[src/include/exec_defines.svh]
// sizes shared by the execute cluster.
// slot and unit counts are fixed at four, since the unit one-hot order is hard wired.
`ifndef EXEC_DEFINES_SVH
`define EXEC_DEFINES_SVH

// data path width.
`define XLEN 32

// rob tag width.
`define ROB_W 4

// ready reservation-station slots seen by the scheduler.
`define NUM_SLOTS 4

// functional units in the cluster.
`define NUM_FU 4

`endif

[src/verilog/isa_pkg.sv]
// operation and branch condition encodings for the execute cluster.
// the top two opcode bits are the class and the low bit is the variant.
`default_nettype none

package isa_pkg;

    typedef enum logic [1:0] {
        CLS_ADDSUB = 2'b00,
        CLS_BRANCH = 2'b01,
        CLS_SHIFT  = 2'b10,
        CLS_NONE   = 2'b11
    } op_class_t;

    // variant meaning depends on the class.
    typedef struct packed {
        op_class_t cls;
        logic      variant;
    } op_fields_t;

    typedef union packed {
        logic [2:0] raw;
        op_fields_t f;
    } op_u;

    typedef enum logic [2:0] {
        OP_ADD = 3'b000,
        OP_SUB = 3'b001,
        OP_CMP = 3'b010,
        OP_BR  = 3'b011,
        OP_SLL = 3'b100,
        OP_SRL = 3'b101
    } op_code_t;

    typedef enum logic [1:0] {
        BR_EQ = 2'b00,
        BR_NE = 2'b01,
        BR_LT = 2'b10,
        BR_GE = 2'b11
    } br_cond_t;

endpackage

`default_nettype wire

[src/verilog/uarch_pkg.sv]
// data path types for the execute cluster.
// unit vectors use the fixed order alu0, alu1, shifter, branch.
`default_nettype none

`include "exec_defines.svh"

package uarch_pkg;

    typedef logic [`ROB_W-1:0]     rob_tag_t;
    typedef logic [`XLEN-1:0]      word_t;
    typedef logic [`NUM_FU-1:0]    fu_vec_t;
    typedef logic [`NUM_SLOTS-1:0] slot_vec_t;

    // bit positions in fu_vec_t.
    localparam int FU_ALU0   = 0;
    localparam int FU_ALU1   = 1;
    localparam int FU_SHIFT  = 2;
    localparam int FU_BRANCH = 3;

endpackage

`default_nettype wire

[src/verilog/fu_scheduler.sv]
// issues at most one ready slot per cycle to a free unit of its class.
// a consumed slot is masked for the cycle of its pulse; class 11 never issues.
`timescale 1ns/1ps
`default_nettype none

`include "exec_defines.svh"

module fu_scheduler
    import isa_pkg::*;
    import uarch_pkg::*;
(
    input  logic      clk,
    input  logic      reset,
    input  slot_vec_t rs_valid,
    input  op_u       rs_op [`NUM_SLOTS],
    input  rob_tag_t  rs_rob [`NUM_SLOTS],
    input  br_cond_t  rs_cond [`NUM_SLOTS],
    input  word_t     rs_a [`NUM_SLOTS],
    input  word_t     rs_b [`NUM_SLOTS],
    input  fu_vec_t   fu_ready,
    output fu_vec_t   issue_vec,
    output rob_tag_t  issue_rob,
    output logic      issue_variant,
    output br_cond_t  issue_cond,
    output word_t     issue_a,
    output word_t     issue_b,
    output slot_vec_t consumed
);

    localparam int SLOT_IDX_W = $clog2(`NUM_SLOTS);

    slot_vec_t             consumed_q;
    slot_vec_t             eligible;
    slot_vec_t             issue_slot;
    logic                  sel_found;
    logic [SLOT_IDX_W-1:0] sel_idx;
    op_class_t             sel_cls;

    // lowest eligible slot wins.
    always_comb begin
        sel_found = 1'b0;
        sel_idx   = '0;
        for (int i = `NUM_SLOTS - 1; i >= 0; i--) begin
            eligible[i] = rs_valid[i] && !consumed_q[i] && (rs_op[i].f.cls != CLS_NONE);
            if (eligible[i]) begin
                sel_found = 1'b1;
                sel_idx   = SLOT_IDX_W'(i);
            end
        end
    end

    assign sel_cls = rs_op[sel_idx].f.cls;

    // a busy target stalls issue, so later slots never pass the chosen one.
    always_comb begin
        issue_vec = '0;
        if (sel_found) begin
            case (sel_cls)
                CLS_ADDSUB: begin
                    if (fu_ready[FU_ALU0])
                        issue_vec[FU_ALU0] = 1'b1;
                    else if (fu_ready[FU_ALU1])
                        issue_vec[FU_ALU1] = 1'b1;
                end
                CLS_SHIFT:  issue_vec[FU_SHIFT]  = fu_ready[FU_SHIFT];
                CLS_BRANCH: issue_vec[FU_BRANCH] = fu_ready[FU_BRANCH];
                default:    issue_vec = '0;
            endcase
        end
    end

    always_comb begin
        issue_slot = '0;
        if (issue_vec != '0)
            issue_slot[sel_idx] = 1'b1;
    end

    assign issue_rob     = rs_rob[sel_idx];
    assign issue_variant = rs_op[sel_idx].f.variant;
    assign issue_cond    = rs_cond[sel_idx];
    assign issue_a       = rs_a[sel_idx];
    assign issue_b       = rs_b[sel_idx];

    always_ff @(posedge clk) begin
        if (reset) begin
            consumed_q <= '0;
        end else begin
            consumed_q <= issue_slot;
        end
    end

    assign consumed = consumed_q;

endmodule

`default_nettype wire

[src/verilog/alu_unit.sv]
// single-cycle add/subtract unit.
// the result is held until granted, and the unit is not ready meanwhile.
`timescale 1ns/1ps
`default_nettype none

module alu_unit
    import uarch_pkg::*;
(
    input  logic     clk,
    input  logic     reset,
    input  logic     valid_in,
    input  rob_tag_t rob,
    input  logic     variant,
    input  word_t    a,
    input  word_t    b,
    input  logic     grant,
    output logic     ready,
    output logic     res_valid,
    output rob_tag_t res_rob,
    output word_t    res_value
);

    logic     held;
    rob_tag_t rob_q;
    word_t    value_q;

    assign ready = !held;

    always_ff @(posedge clk) begin
        if (reset) begin
            held <= 1'b0;
        end else if (valid_in && ready) begin
            held <= 1'b1;
        end else if (grant) begin
            held <= 1'b0;
        end
    end

    // variant 1 subtracts.
    always_ff @(posedge clk) begin
        if (valid_in && ready) begin
            rob_q   <= rob;
            value_q <= variant ? (a - b) : (a + b);
        end
    end

    assign res_valid = held;
    assign res_rob   = rob_q;
    assign res_value = value_q;

endmodule

`default_nettype wire

[src/verilog/shift_unit.sv]
// serial logical shifter, one bit position per cycle.
// latency is 1 + b[4:0] cycles; busy from acceptance until its grant.
`timescale 1ns/1ps
`default_nettype none

module shift_unit
    import uarch_pkg::*;
(
    input  logic     clk,
    input  logic     reset,
    input  logic     valid_in,
    input  rob_tag_t rob,
    input  logic     variant,
    input  word_t    a,
    input  word_t    b,
    input  logic     grant,
    output logic     ready,
    output logic     res_valid,
    output rob_tag_t res_rob,
    output word_t    res_value
);

    typedef enum logic [1:0] {
        S_IDLE,
        S_SHIFT,
        S_HOLD
    } state_t;

    state_t     state;
    logic [4:0] count;
    logic       right_q;
    rob_tag_t   rob_q;
    word_t      value_q;

    assign ready = (state == S_IDLE);

    always_ff @(posedge clk) begin
        if (reset) begin
            state <= S_IDLE;
        end else begin
            case (state)
                S_IDLE:  if (valid_in) state <= (b[4:0] == 5'd0) ? S_HOLD : S_SHIFT;
                S_SHIFT: if (count == 5'd1) state <= S_HOLD;
                S_HOLD:  if (grant) state <= S_IDLE;
                default: state <= S_IDLE;
            endcase
        end
    end

    always_ff @(posedge clk) begin
        if (valid_in && ready) begin
            count   <= b[4:0];
            right_q <= variant;
            rob_q   <= rob;
            value_q <= a;
        end else if (state == S_SHIFT) begin
            count   <= count - 5'd1;
            value_q <= right_q ? (value_q >> 1) : (value_q << 1);
        end
    end

    assign res_valid = (state == S_HOLD);
    assign res_rob   = rob_q;
    assign res_value = value_q;

endmodule

`default_nettype wire

[src/verilog/branch_unit.sv]
// branch comparator; the result word is 1 when the condition holds, else 0.
// res_branch carries the variant, so compares report 0 and branches 1.
`timescale 1ns/1ps
`default_nettype none

module branch_unit
    import isa_pkg::*;
    import uarch_pkg::*;
(
    input  logic     clk,
    input  logic     reset,
    input  logic     valid_in,
    input  rob_tag_t rob,
    input  logic     variant,
    input  br_cond_t cond,
    input  word_t    a,
    input  word_t    b,
    input  logic     grant,
    output logic     ready,
    output logic     res_valid,
    output rob_tag_t res_rob,
    output word_t    res_value,
    output logic     res_branch
);

    logic     held;
    logic     taken;
    logic     branch_q;
    rob_tag_t rob_q;
    word_t    value_q;

    // lt and ge compare signed.
    always_comb begin
        case (cond)
            BR_EQ:   taken = (a == b);
            BR_NE:   taken = (a != b);
            BR_LT:   taken = ($signed(a) < $signed(b));
            default: taken = ($signed(a) >= $signed(b));
        endcase
    end

    assign ready = !held;

    always_ff @(posedge clk) begin
        if (reset) begin
            held <= 1'b0;
        end else if (valid_in && ready) begin
            held <= 1'b1;
        end else if (grant) begin
            held <= 1'b0;
        end
    end

    always_ff @(posedge clk) begin
        if (valid_in && ready) begin
            rob_q    <= rob;
            value_q  <= word_t'(taken);
            branch_q <= variant;
        end
    end

    assign res_valid  = held;
    assign res_rob    = rob_q;
    assign res_value  = value_q;
    assign res_branch = branch_q;

endmodule

`default_nettype wire

[src/verilog/result_arbiter.sv]
// fixed-priority grant of one held result per cycle onto the bus.
// unit 0 has the highest priority; cdb_hold blocks every grant.
`timescale 1ns/1ps
`default_nettype none

`include "exec_defines.svh"

module result_arbiter
    import uarch_pkg::*;
(
    input  fu_vec_t  res_valid,
    input  rob_tag_t res_rob [`NUM_FU],
    input  word_t    res_value [`NUM_FU],
    input  logic     res_branch,
    input  logic     cdb_hold,
    output fu_vec_t  grant,
    output logic     cdb_valid,
    output rob_tag_t cdb_rob,
    output word_t    cdb_value,
    output logic     cdb_branch
);

    fu_vec_t lowest;

    // isolate the lowest set bit.
    assign lowest = res_valid & (~res_valid + fu_vec_t'(1));
    assign grant  = cdb_hold ? '0 : lowest;

    always_comb begin
        cdb_rob   = '0;
        cdb_value = '0;
        for (int i = 0; i < `NUM_FU; i++) begin
            if (grant[i]) begin
                cdb_rob   = res_rob[i];
                cdb_value = res_value[i];
            end
        end
    end

    assign cdb_valid  = |grant;
    // only the branch unit flags a branch.
    assign cdb_branch = grant[FU_BRANCH] & res_branch;

endmodule

`default_nettype wire

[src/verilog/exec_cluster.sv]
// execute stage: scheduler, two alus, a serial shifter, a branch unit and the bus arbiter.
// the caller drops or replaces a slot's valid at the end of its consumed cycle.
`timescale 1ns/1ps
`default_nettype none

`include "exec_defines.svh"

module exec_cluster
    import isa_pkg::*;
    import uarch_pkg::*;
(
    input  logic      clk,
    input  logic      reset,
    input  slot_vec_t rs_valid,
    input  op_u       rs_op [`NUM_SLOTS],
    input  rob_tag_t  rs_rob [`NUM_SLOTS],
    input  br_cond_t  rs_cond [`NUM_SLOTS],
    input  word_t     rs_a [`NUM_SLOTS],
    input  word_t     rs_b [`NUM_SLOTS],
    input  logic      cdb_hold,
    output slot_vec_t consumed,
    output logic      cdb_valid,
    output rob_tag_t  cdb_rob,
    output word_t     cdb_value,
    output logic      cdb_branch
);

    fu_vec_t  issue_vec;
    fu_vec_t  fu_ready;
    fu_vec_t  res_valid;
    fu_vec_t  grant;
    rob_tag_t issue_rob;
    logic     issue_variant;
    br_cond_t issue_cond;
    word_t    issue_a;
    word_t    issue_b;
    rob_tag_t res_rob [`NUM_FU];
    word_t    res_value [`NUM_FU];
    logic     res_branch;

    fu_scheduler u_sched (
        .clk(clk), .reset(reset),
        .rs_valid(rs_valid), .rs_op(rs_op), .rs_rob(rs_rob),
        .rs_cond(rs_cond), .rs_a(rs_a), .rs_b(rs_b),
        .fu_ready(fu_ready),
        .issue_vec(issue_vec), .issue_rob(issue_rob), .issue_variant(issue_variant),
        .issue_cond(issue_cond), .issue_a(issue_a), .issue_b(issue_b),
        .consumed(consumed)
    );

    alu_unit u_alu0 (
        .clk(clk), .reset(reset), .valid_in(issue_vec[FU_ALU0]),
        .rob(issue_rob), .variant(issue_variant), .a(issue_a), .b(issue_b),
        .grant(grant[FU_ALU0]), .ready(fu_ready[FU_ALU0]),
        .res_valid(res_valid[FU_ALU0]), .res_rob(res_rob[FU_ALU0]),
        .res_value(res_value[FU_ALU0])
    );

    alu_unit u_alu1 (
        .clk(clk), .reset(reset), .valid_in(issue_vec[FU_ALU1]),
        .rob(issue_rob), .variant(issue_variant), .a(issue_a), .b(issue_b),
        .grant(grant[FU_ALU1]), .ready(fu_ready[FU_ALU1]),
        .res_valid(res_valid[FU_ALU1]), .res_rob(res_rob[FU_ALU1]),
        .res_value(res_value[FU_ALU1])
    );

    shift_unit u_shift (
        .clk(clk), .reset(reset), .valid_in(issue_vec[FU_SHIFT]),
        .rob(issue_rob), .variant(issue_variant), .a(issue_a), .b(issue_b),
        .grant(grant[FU_SHIFT]), .ready(fu_ready[FU_SHIFT]),
        .res_valid(res_valid[FU_SHIFT]), .res_rob(res_rob[FU_SHIFT]),
        .res_value(res_value[FU_SHIFT])
    );

    branch_unit u_branch (
        .clk(clk), .reset(reset), .valid_in(issue_vec[FU_BRANCH]),
        .rob(issue_rob), .variant(issue_variant), .cond(issue_cond),
        .a(issue_a), .b(issue_b),
        .grant(grant[FU_BRANCH]), .ready(fu_ready[FU_BRANCH]),
        .res_valid(res_valid[FU_BRANCH]), .res_rob(res_rob[FU_BRANCH]),
        .res_value(res_value[FU_BRANCH]), .res_branch(res_branch)
    );

    result_arbiter u_arb (
        .res_valid(res_valid), .res_rob(res_rob), .res_value(res_value),
        .res_branch(res_branch), .cdb_hold(cdb_hold),
        .grant(grant), .cdb_valid(cdb_valid), .cdb_rob(cdb_rob),
        .cdb_value(cdb_value), .cdb_branch(cdb_branch)
    );

endmodule

`default_nettype wire

[config.mk]
export PLATFORM = sky130hd
export DESIGN_NAME = exec_cluster
export DESIGN_NICKNAME = d
export VERILOG_FILES = /design/src/verilog/isa_pkg.sv /design/src/verilog/uarch_pkg.sv /design/src/verilog/fu_scheduler.sv /design/src/verilog/alu_unit.sv /design/src/verilog/shift_unit.sv /design/src/verilog/branch_unit.sv /design/src/verilog/result_arbiter.sv /design/src/verilog/exec_cluster.sv
export VERILOG_INCLUDE_DIRS = /design/src /design/src/include
export SDC_FILE = /design/constraint.sdc
export NUM_CORES = 1
export LEC_CHECK = 0
export ABC_AREA = 1
export BUFFER_PORTS_ARGS = -buffer_cell sky130_fd_sc_hd__buf_2
export CORE_ASPECT_RATIO = 1.5
export CORE_UTILIZATION = 54
export CTS_CLUSTER_SIZE = 16
export DETAILED_ROUTE_END_ITERATION = 6
export PLACE_DENSITY_LB_ADDON = 0.25
export SLEW_MARGIN = 40
export SYNTH_ARGS = -nofsm -noshare
export SYNTH_HDL_FRONTEND = slang
export SYNTH_SLANG_ARGS = --single-unit
[constraint.sdc]
create_clock -name clk -period 5 [get_ports clk]
set_input_delay 0.5 -clock clk [delete_from_list [all_inputs] [get_ports clk]]
set_output_delay 0.5 -clock clk [all_outputs]
set_load 0.01 [all_outputs]
==> out/results.md, run 1 <==
| Result | Value |
| --- | --- |
| Number of detailed-route iterations in the first pass | 6 |
| HP Class | in -> reg |
| Net count of the finished layout | 2489 |
| Layout cell share with drive strength beyond 1 | 21.6% |
| Quantity of gates resized following cts | 0 |
| DRC viols | 0 |
| Period minus WS final | 4.47 ns |
| Layout Skew | 0.0128 ns |
| Most used cell along the critical path | nand2_1 |
| Maximum number of pins on one net before global-route repair | 65 |
| CTS Buf Count | 17 |
| Sinks on the clock net | 129 |
| Vias per cell | 6.14 |
| Fraction of the yosys area taken by sequential cells | 31.3% |
| Syn Area/Cell | 6.77 um2 |
| Kind of start point of the critical path | register |
| Via count of the first global-routing pass | 14.5k |
| Gp weighted congestion | 1.10 |
| Detailed-route wire length per cell | 22.4 um |
| Overflow left after global routing | 0 |
| Die span in y | 185 um |
| Total length of routed wires | 54000 um |
| Antenna violations before repair | 2 |
| Starting density of the core | 55.5% |
| Required @ worst endpoint | 5.08 ns |
| Number of warnings issued by yosys | 0 |
| Clock-pin transition on the worst setup and hold timing paths | 0.07 ns |
| Hold Buf Count CTS | 0 |
| Maximum clock path buffer count | 2 |
| Wire length of the first global-routing pass | 80400 um |
| Post-Synthesis Net Count | 2154 |
| Register bit count reported by yosys | 129 |
| Top library cells by usage in the layout, fill and taps aside | nand2_1, buf_2, inv_1 |
| Placement Cell Area | 14200 um2 |
| Pwr Density | 515 nW/um2 |
| Post-Syn Instances | 1788 |
| Most frequent standard cell in the layout excluding fill and tap cells | nand2_1 |
| Setup repair after global routing missed its margin | false |
| Distinct cell type count after synthesis | 50 |
| Number of post-CTS setup repair buffers | 0 |
| Die area | 23000 um2 |
| Count of port buffers added during placement | 340 |
| Post-route worst setup slack | 0.527 ns |
| Outcome | finished clean |
| Initial drt markers | 1765 |
| Hold WS | 0.324 ns |
| Pre-CTS setup slack | 0.488 ns |
| Summed instance area of the synthesized netlist | 12100 um2 |
| Slew headroom | 40.9% |
| Level count of the clock H-tree | 4 |
| Worst vdd ir | 299 uV |
| Count of boundary I/O pins | 341 |
| Maximum single-stage delay on the critical path | 0.54 ns |
| Pleak | 7.38 nW |
| Number of nets with antenna violations after detailed routing | 0 |
| Hpwl dp | 43400 um |
| Post-layout instance area | 14800 um2 |
| Worst-Skew Late Latency | 0.44 ns |
| Clock root cell | clkbuf_16 |
| Global router's overall resource usage | 46.8% |
| List of cells traversed by the critical path | inv_1, nand3_2, nand2_4, inv_4, nand2_1, buf_4, o22ai_1, nor3_1, ha_1, nand2_1, o21ai_1, inv_1, o21ai_1, nand2_1, nand2_1, o21ai_2, nand2_1, nand2_1 |
| Max-slew violation count | 0 |
| Width of the die | 124 um |
| Fin Setup TNS | 0 ns |
| Total number of vias | 14.8k |
| TritonCTS clock tree | yes |
| Cell with the biggest individual delay on the critical path | nor3_1 |
| Worst Path Arrival | 4.55 ns |
| Hold violation count in the final report | 0 |
| Placeable core region | 21800 um2 |
| Setup Crit Path Kind | reg -> reg |
| Fmax | 224 MHz |
| Period utilization | 89.5% |
| Crit end category | register |
| Count of standard-cell rows | 66 |
| Transition at the pin with the smallest max-transition slack | 0.883 ns |
| Endpoints failing setup | 0 |
| Max-cap violations | 0 |
| Area Overhead vs Synth | 22.3% |
| Worst-path maximum fanout | 28 |
[through the flow]
stage	power, mW	instances	utilization (%)
floorplan	4.63	1788	-
global placement	6.12	2375	65.1
detailed placement	6.19	2376	65.3
CTS	7.43	2408	67.9
global route	8.00	2409	67.9
finish	7.62	2410	67.9
[layer usage]
layer	track usage [%]	vias up	part of all wire [%]
li1	-	6653	-
met1	47.0	6629	32
met2	77.1	1146	46
met3	8.78	361	9.0
met4	53.9	2	13
met5	0	-	0.024
[final timing paths]
kind,start,end,slack [ns],cells after the start
hold / removal,reset,u_branch.res_valid,0.32,2
setup / recovery,u_sched.consumed[1],u_alu1.res_value[15],0.53,18
setup reg to reg,u_sched.consumed[1],u_alu1.res_value[15],0.53,18
hold reg to reg,u_branch.res_valid,u_branch.res_valid,0.57,2
[synthesized netlist by cell type (all sizes together)]
cell type,n,area [um2]
nand2,547,2090
inv,211,795
nor2,203,782
edfxtp,120,3600
nand3,117,608
a21oi,85,425
o21ai,69,349
ha,65,813
buf,51,303
nand4,50,313
a22oi,36,270
a31oi,31,194
o22ai,31,194
xor2,30,263
clkbuf,27,101
o21a,23,173
nor3,20,121
o21bai,12,90.1
a21o,10,75.1
dfxtp,9,180
nor4,7,43.8
o211ai,7,52.6
a21boi,6,48.8
a221oi,5,75.1
xnor2,5,43.8
fa,2,40.0
nand3b,2,15.0
or2,2,12.5
a211oi,1,7.51
and2,1,6.26
and3,1,6.26
clkinv,1,3.75
o31ai,1,7.51
[final cells by class]
type / count / area [um2]
clock buffer: 17 / 425
multi-input combinational: 1369 / 7150
timing repair buffer: 394 / 2150
antenna: 2 / 5.00
clock inverter: 15 / 146
tap: 272 / 340
sequential: 129 / 3780
fill: 1886 / 7000
inverter: 212 / 803
[critical path, delay by kind of cell, from the launching register on]
| kind | cells | cell delay [ns] |
|---|---|---|
| buffers and inverters | 4 | 0.67 |
| flip-flops | 1 | 0.31 |
| AND/OR/NAND/NOR | 9 | 1.74 |
| adder cells (fa/ha/maj) | 1 | 0.43 |
| AO/OA/AOI/OAI | 4 | 0.96 |
[cells by family (layout without fill, tap and decap cells)]
logic type,count (synthesis),count (layout),share of synthesized area [%]
simple gates,950,950,33.0
xor+xnor,35,35,2.53
compound gates,317,317,16.2
other cells,0,2,0
buf+inv,290,638,9.94
fa+ha+maj,67,67,7.05
flops,129,129,31.3
[state kept, by name, summed over array words and instances (netlist names), 2 cells and up]
register	count
u_alu0.res_rob	4
u_alu0.res_value	32
u_alu1.res_rob	4
u_alu1.res_value	32
u_branch.res_rob	4
u_sched.consumed	4
u_shift.count	5
u_shift.res_rob	4
u_shift.res_value	32
u_shift.state	2
[report_power, final]
group          internal, mW  leakage [nW]  switching (mW)
sequential             1.78          1.20           0.201
combinational          1.31          5.90            3.11
clock                 0.698         0.272           0.529
total                  3.79          7.38            3.84
Note: power is estimated with default switching activity, not from simulation.
==> run 2, diff against run 1 <==
CELL_PAD_IN_SITES_DETAIL_PLACEMENT = 1   (was unset)
CELL_PAD_IN_SITES_GLOBAL_PLACEMENT = 1   (was unset)
CORE_UTILIZATION = 38   (was 54)
==> out/results.md, run 2 (same netlist as run 1, synthesis figures left out) <==
| Result | Value | vs previous |
| --- | --- | --- |
| Worst vdd ir | 273 uV | -8.8% |
| Overall Power | 7.77 mW | +1.9% |
| Fin Setup TNS | 0 ns | unchanged |
| Pwr Density | 516 nW/um2 | +0.20% |
| Max-cap violations | 0 | unchanged |
| Hold violation count in the final report | 0 | unchanged |
| Via count of the first global-routing pass | 14.9k | +2.7% |
| Layout Skew | 0.0118 ns | -0.00101 ns |
| Cell family with most CP delay | simple AND/OR/NAND/NOR gates |  |
| Relative contribution of the clock network to total power | 16.7% | +0.6 points |
| Clock-pin transition on the worst setup and hold timing paths | 0.07 ns | about the same |
| Cell count of the worst hold path | 2 | unchanged |
| Max-slew violation count | 0 | unchanged |
| Number of cells on the worst reg-to-reg path | 19 | +1 |
| Outcome | finished, violations left |  |
| Most frequent standard cell in the layout excluding fill and tap cells | nand2_1 |  |
| Slew headroom | 44.2% | +3.3 points |
| Endpoints failing setup | 0 | unchanged |
| Min-Delay Startpoint | reset |  |
| Antenna violations before repair | 8 | +6 |
| Number of detailed-route iterations in the first pass | 7 | +1 |
| Violations in the final reports | DRC |  |
| Worst-Skew Late Latency | 0.44 ns | about the same |
| Final core utilization | 48.3% | -20 points |
| Die area | 32600 um2 | +41% |
| Crit end category | register |  |
| Hold WS | 0.349 ns | +0.0241 ns |
| Worst reg-to-reg setup slack | 0.60 ns | +0.07 ns |
| Starting density of the core | 38.9% | -17 points |
| Total number of vias | 14.2k | -3.7% |
| Net count of the finished layout | 2494 | +0.20% |
| Hold Buf Count CTS | 0 | unchanged |
| Worst-path maximum fanout | 22 | -21% |
| Quantity of gates resized following cts | 0 | unchanged |
| CTS Buf Count | 17 | unchanged |
| HP Class | in -> reg |  |
| Top library cells by usage in the layout, fill and taps aside | nand2_1, buf_2, inv_1 |  |
| DRC viols | 1 | +1 |
| Power share of the combinational group | 57.6% | -0.4 points |
| Die span in y | 221 um | +19% |
| Maximum single-stage delay on the critical path | 0.62 ns | +0.08 ns |
| Placeable core region | 31100 um2 | +43% |
| Layout cell share with drive strength beyond 1 | 21.8% | +0.18 points |
| Period minus WS final | 4.40 ns | -0.0719 ns |
| Level count of the clock H-tree | 4 | unchanged |
| Maximum clock path buffer count | 2 | unchanged |
| Width of the die | 148 um | +19% |
| Fill count | 4202 | +120% |
| Pleak | 7.42 nW | +0.54% |
| Vias per cell | 5.57 | -9.2% |
| Area Overhead vs Synth | 24.4% |  |
| Fmax | 227 MHz | +1.6% |
| Clock root cell | clkbuf_16 |  |
| Wire length of the first global-routing pass | 91100 um | +13% |
| Setup Crit Path Kind | reg -> reg |  |
| Min-Delay Endpoint | u_alu0.res_valid |  |
| Required @ worst endpoint | 5.19 ns | +0.11 ns |
| Sequential group share of total power | 25.6% | -0.3 points |
| Total length of routed wires | 62400 um | +15% |
| Most used cell along the critical path | nand2_1 |  |
| Total buffers and inverters traversed by the critical path | 3 | -1 |
| Net Sw Frac | 50.3% | about the same |
| Overflow left after global routing | 0 | unchanged |
| Transition at the pin with the smallest max-transition slack | 0.837 ns | -0.0466 ns |
| Instance count on the critical path | 19 | +1 |
| Sinks on the clock net | 129 | unchanged |
| Post-route worst setup slack | 0.599 ns | +0.0719 ns |
| Initial drt markers | 749 | -58% |
| Net switching power figure | 3.91 mW | +1.8% |
| Detailed-route wire length per cell | 24.4 um | +8.9% |
| TritonCTS clock tree | yes |  |
| Maximum number of pins on one net before global-route repair | 43 | -34% |
| Number of nets with antenna violations after detailed routing | 0 | unchanged |
| Period utilization | 88.0% | -1.4 points |
| Setup repair after global routing missed its margin | false |  |
| Number of post-CTS setup repair buffers | 0 | unchanged |
| Pre-CTS setup slack | 0.466 ns | -0.0212 ns |
| Count of port buffers added during placement | 340 | unchanged |
| Reg-to-reg critical path endpoint | u_alu0.res_value[29] |  |
| Startpoint of the most critical register-to-register path | u_sched.consumed[1] |  |
| Cell with the biggest individual delay on the critical path | o21ai_0 |  |
| Count of standard-cell rows | 79 | +20% |
| Gp weighted congestion | 1.03 | -6.0% |
| Hpwl dp | 51900 um | +20% |
| Worst Path Arrival | 4.59 ns | +0.04 ns |
| List of cells traversed by the critical path | inv_1, nand3_2, nand2_4, inv_4, nand2_1, buf_4, o22ai_1, nor2_1, o21a_1, ha_1, nand2_1, nor2_1, nand2_1, o21ai_0, nand3_1, nand3_1, nand2_1, nand2_1, nand2_1 |  |
| Count of boundary I/O pins | 341 | unchanged |
| Kind of start point of the critical path | register |  |
| Global router's overall resource usage | 38.5% | -8.2 points |
| Power Internal | 3.86 mW | +1.9% |
-- run 2: cell count changes in the layout (fill, tap and decap cells not counted), sizes merged --
cell / previous run / this run
buf: 394 / 399
inv: 221 / 219
bufinv: 1 / 2
clkinv: 2 / 4
diode: 2 / 9
clkinvlp: 3 / 2
-- run 2: how the worst max path moves through the flow --
stage	from	end	slack [ns]
after detailed placement	rs_op[2]	u_alu0.res_value[28]	0.47
after global placement	rs_op[5]	u_alu0.res_value[29]	0.50
final	u_sched.consumed[1]	u_alu0.res_value[29]	0.60
after global routing	u_sched.consumed[0]	u_alu0.res_value[29]	0.37
after CTS	u_sched.consumed[3]	u_alu1.res_value[28]	0.72
after floorplan	u_shift.state[0]	u_shift.count[0]	1.45
-- run 2: final cells by class --
type	count	area, um2	share of cell area [%]
Timing Repair Buffer	399	2190	14.5
Antenna cell	9	22.5	0.150
Tap cell	405	507	3.37
Clock inverter	15	171	1.14
Multi-Input combinational cell	1369	7150	47.5
Clock buffer	17	425	2.83
Inverter	212	803	5.34
Sequential cell	129	3780	25.1
-- run 2: stage by stage --
stage	area, um2	cells
2_1_floorplan	12100	1788
3_3_place_gp	14400	2512
3_5_place_dp	14400	2514
4_1_cts	15000	2546
5_1_grt	15000	2554
6_report	15100	2555
-- run 2: metal layers --
layer | GRT usage [%] | part of all wire [%] | up-vias
met3 | 5.18 | 4.5 | 181
li1 | - | - | 6669
met1 | 40.2 | 37 | 6832
met2 | 69.4 | 50 | 560
met4 | 31.0 | 8.6 | 0
met5 | 0 | 0 | -
-- run 2: power groups by stage --
stage	Combinational [mW]	Clock [mW]	Sequential, mW
2_1_floorplan	2.70	0	1.93
3_3_place_gp	4.31	0	1.99
3_5_place_dp	4.40	0	2.00
4_1_cts	4.44	1.31	1.98
5_1_grt	4.84	1.34	2.02
6_report	4.48	1.30	1.99
-- run 2: worst reg2reg max path, delay by kind of cell (launching register included) --
family | cells | cell delay (ns)
fa+ha+maj | 1 | 0.50
flops | 1 | 0.36
simple gates | 12 | 1.75
buf+inv | 3 | 0.60
compound gates | 3 | 0.95
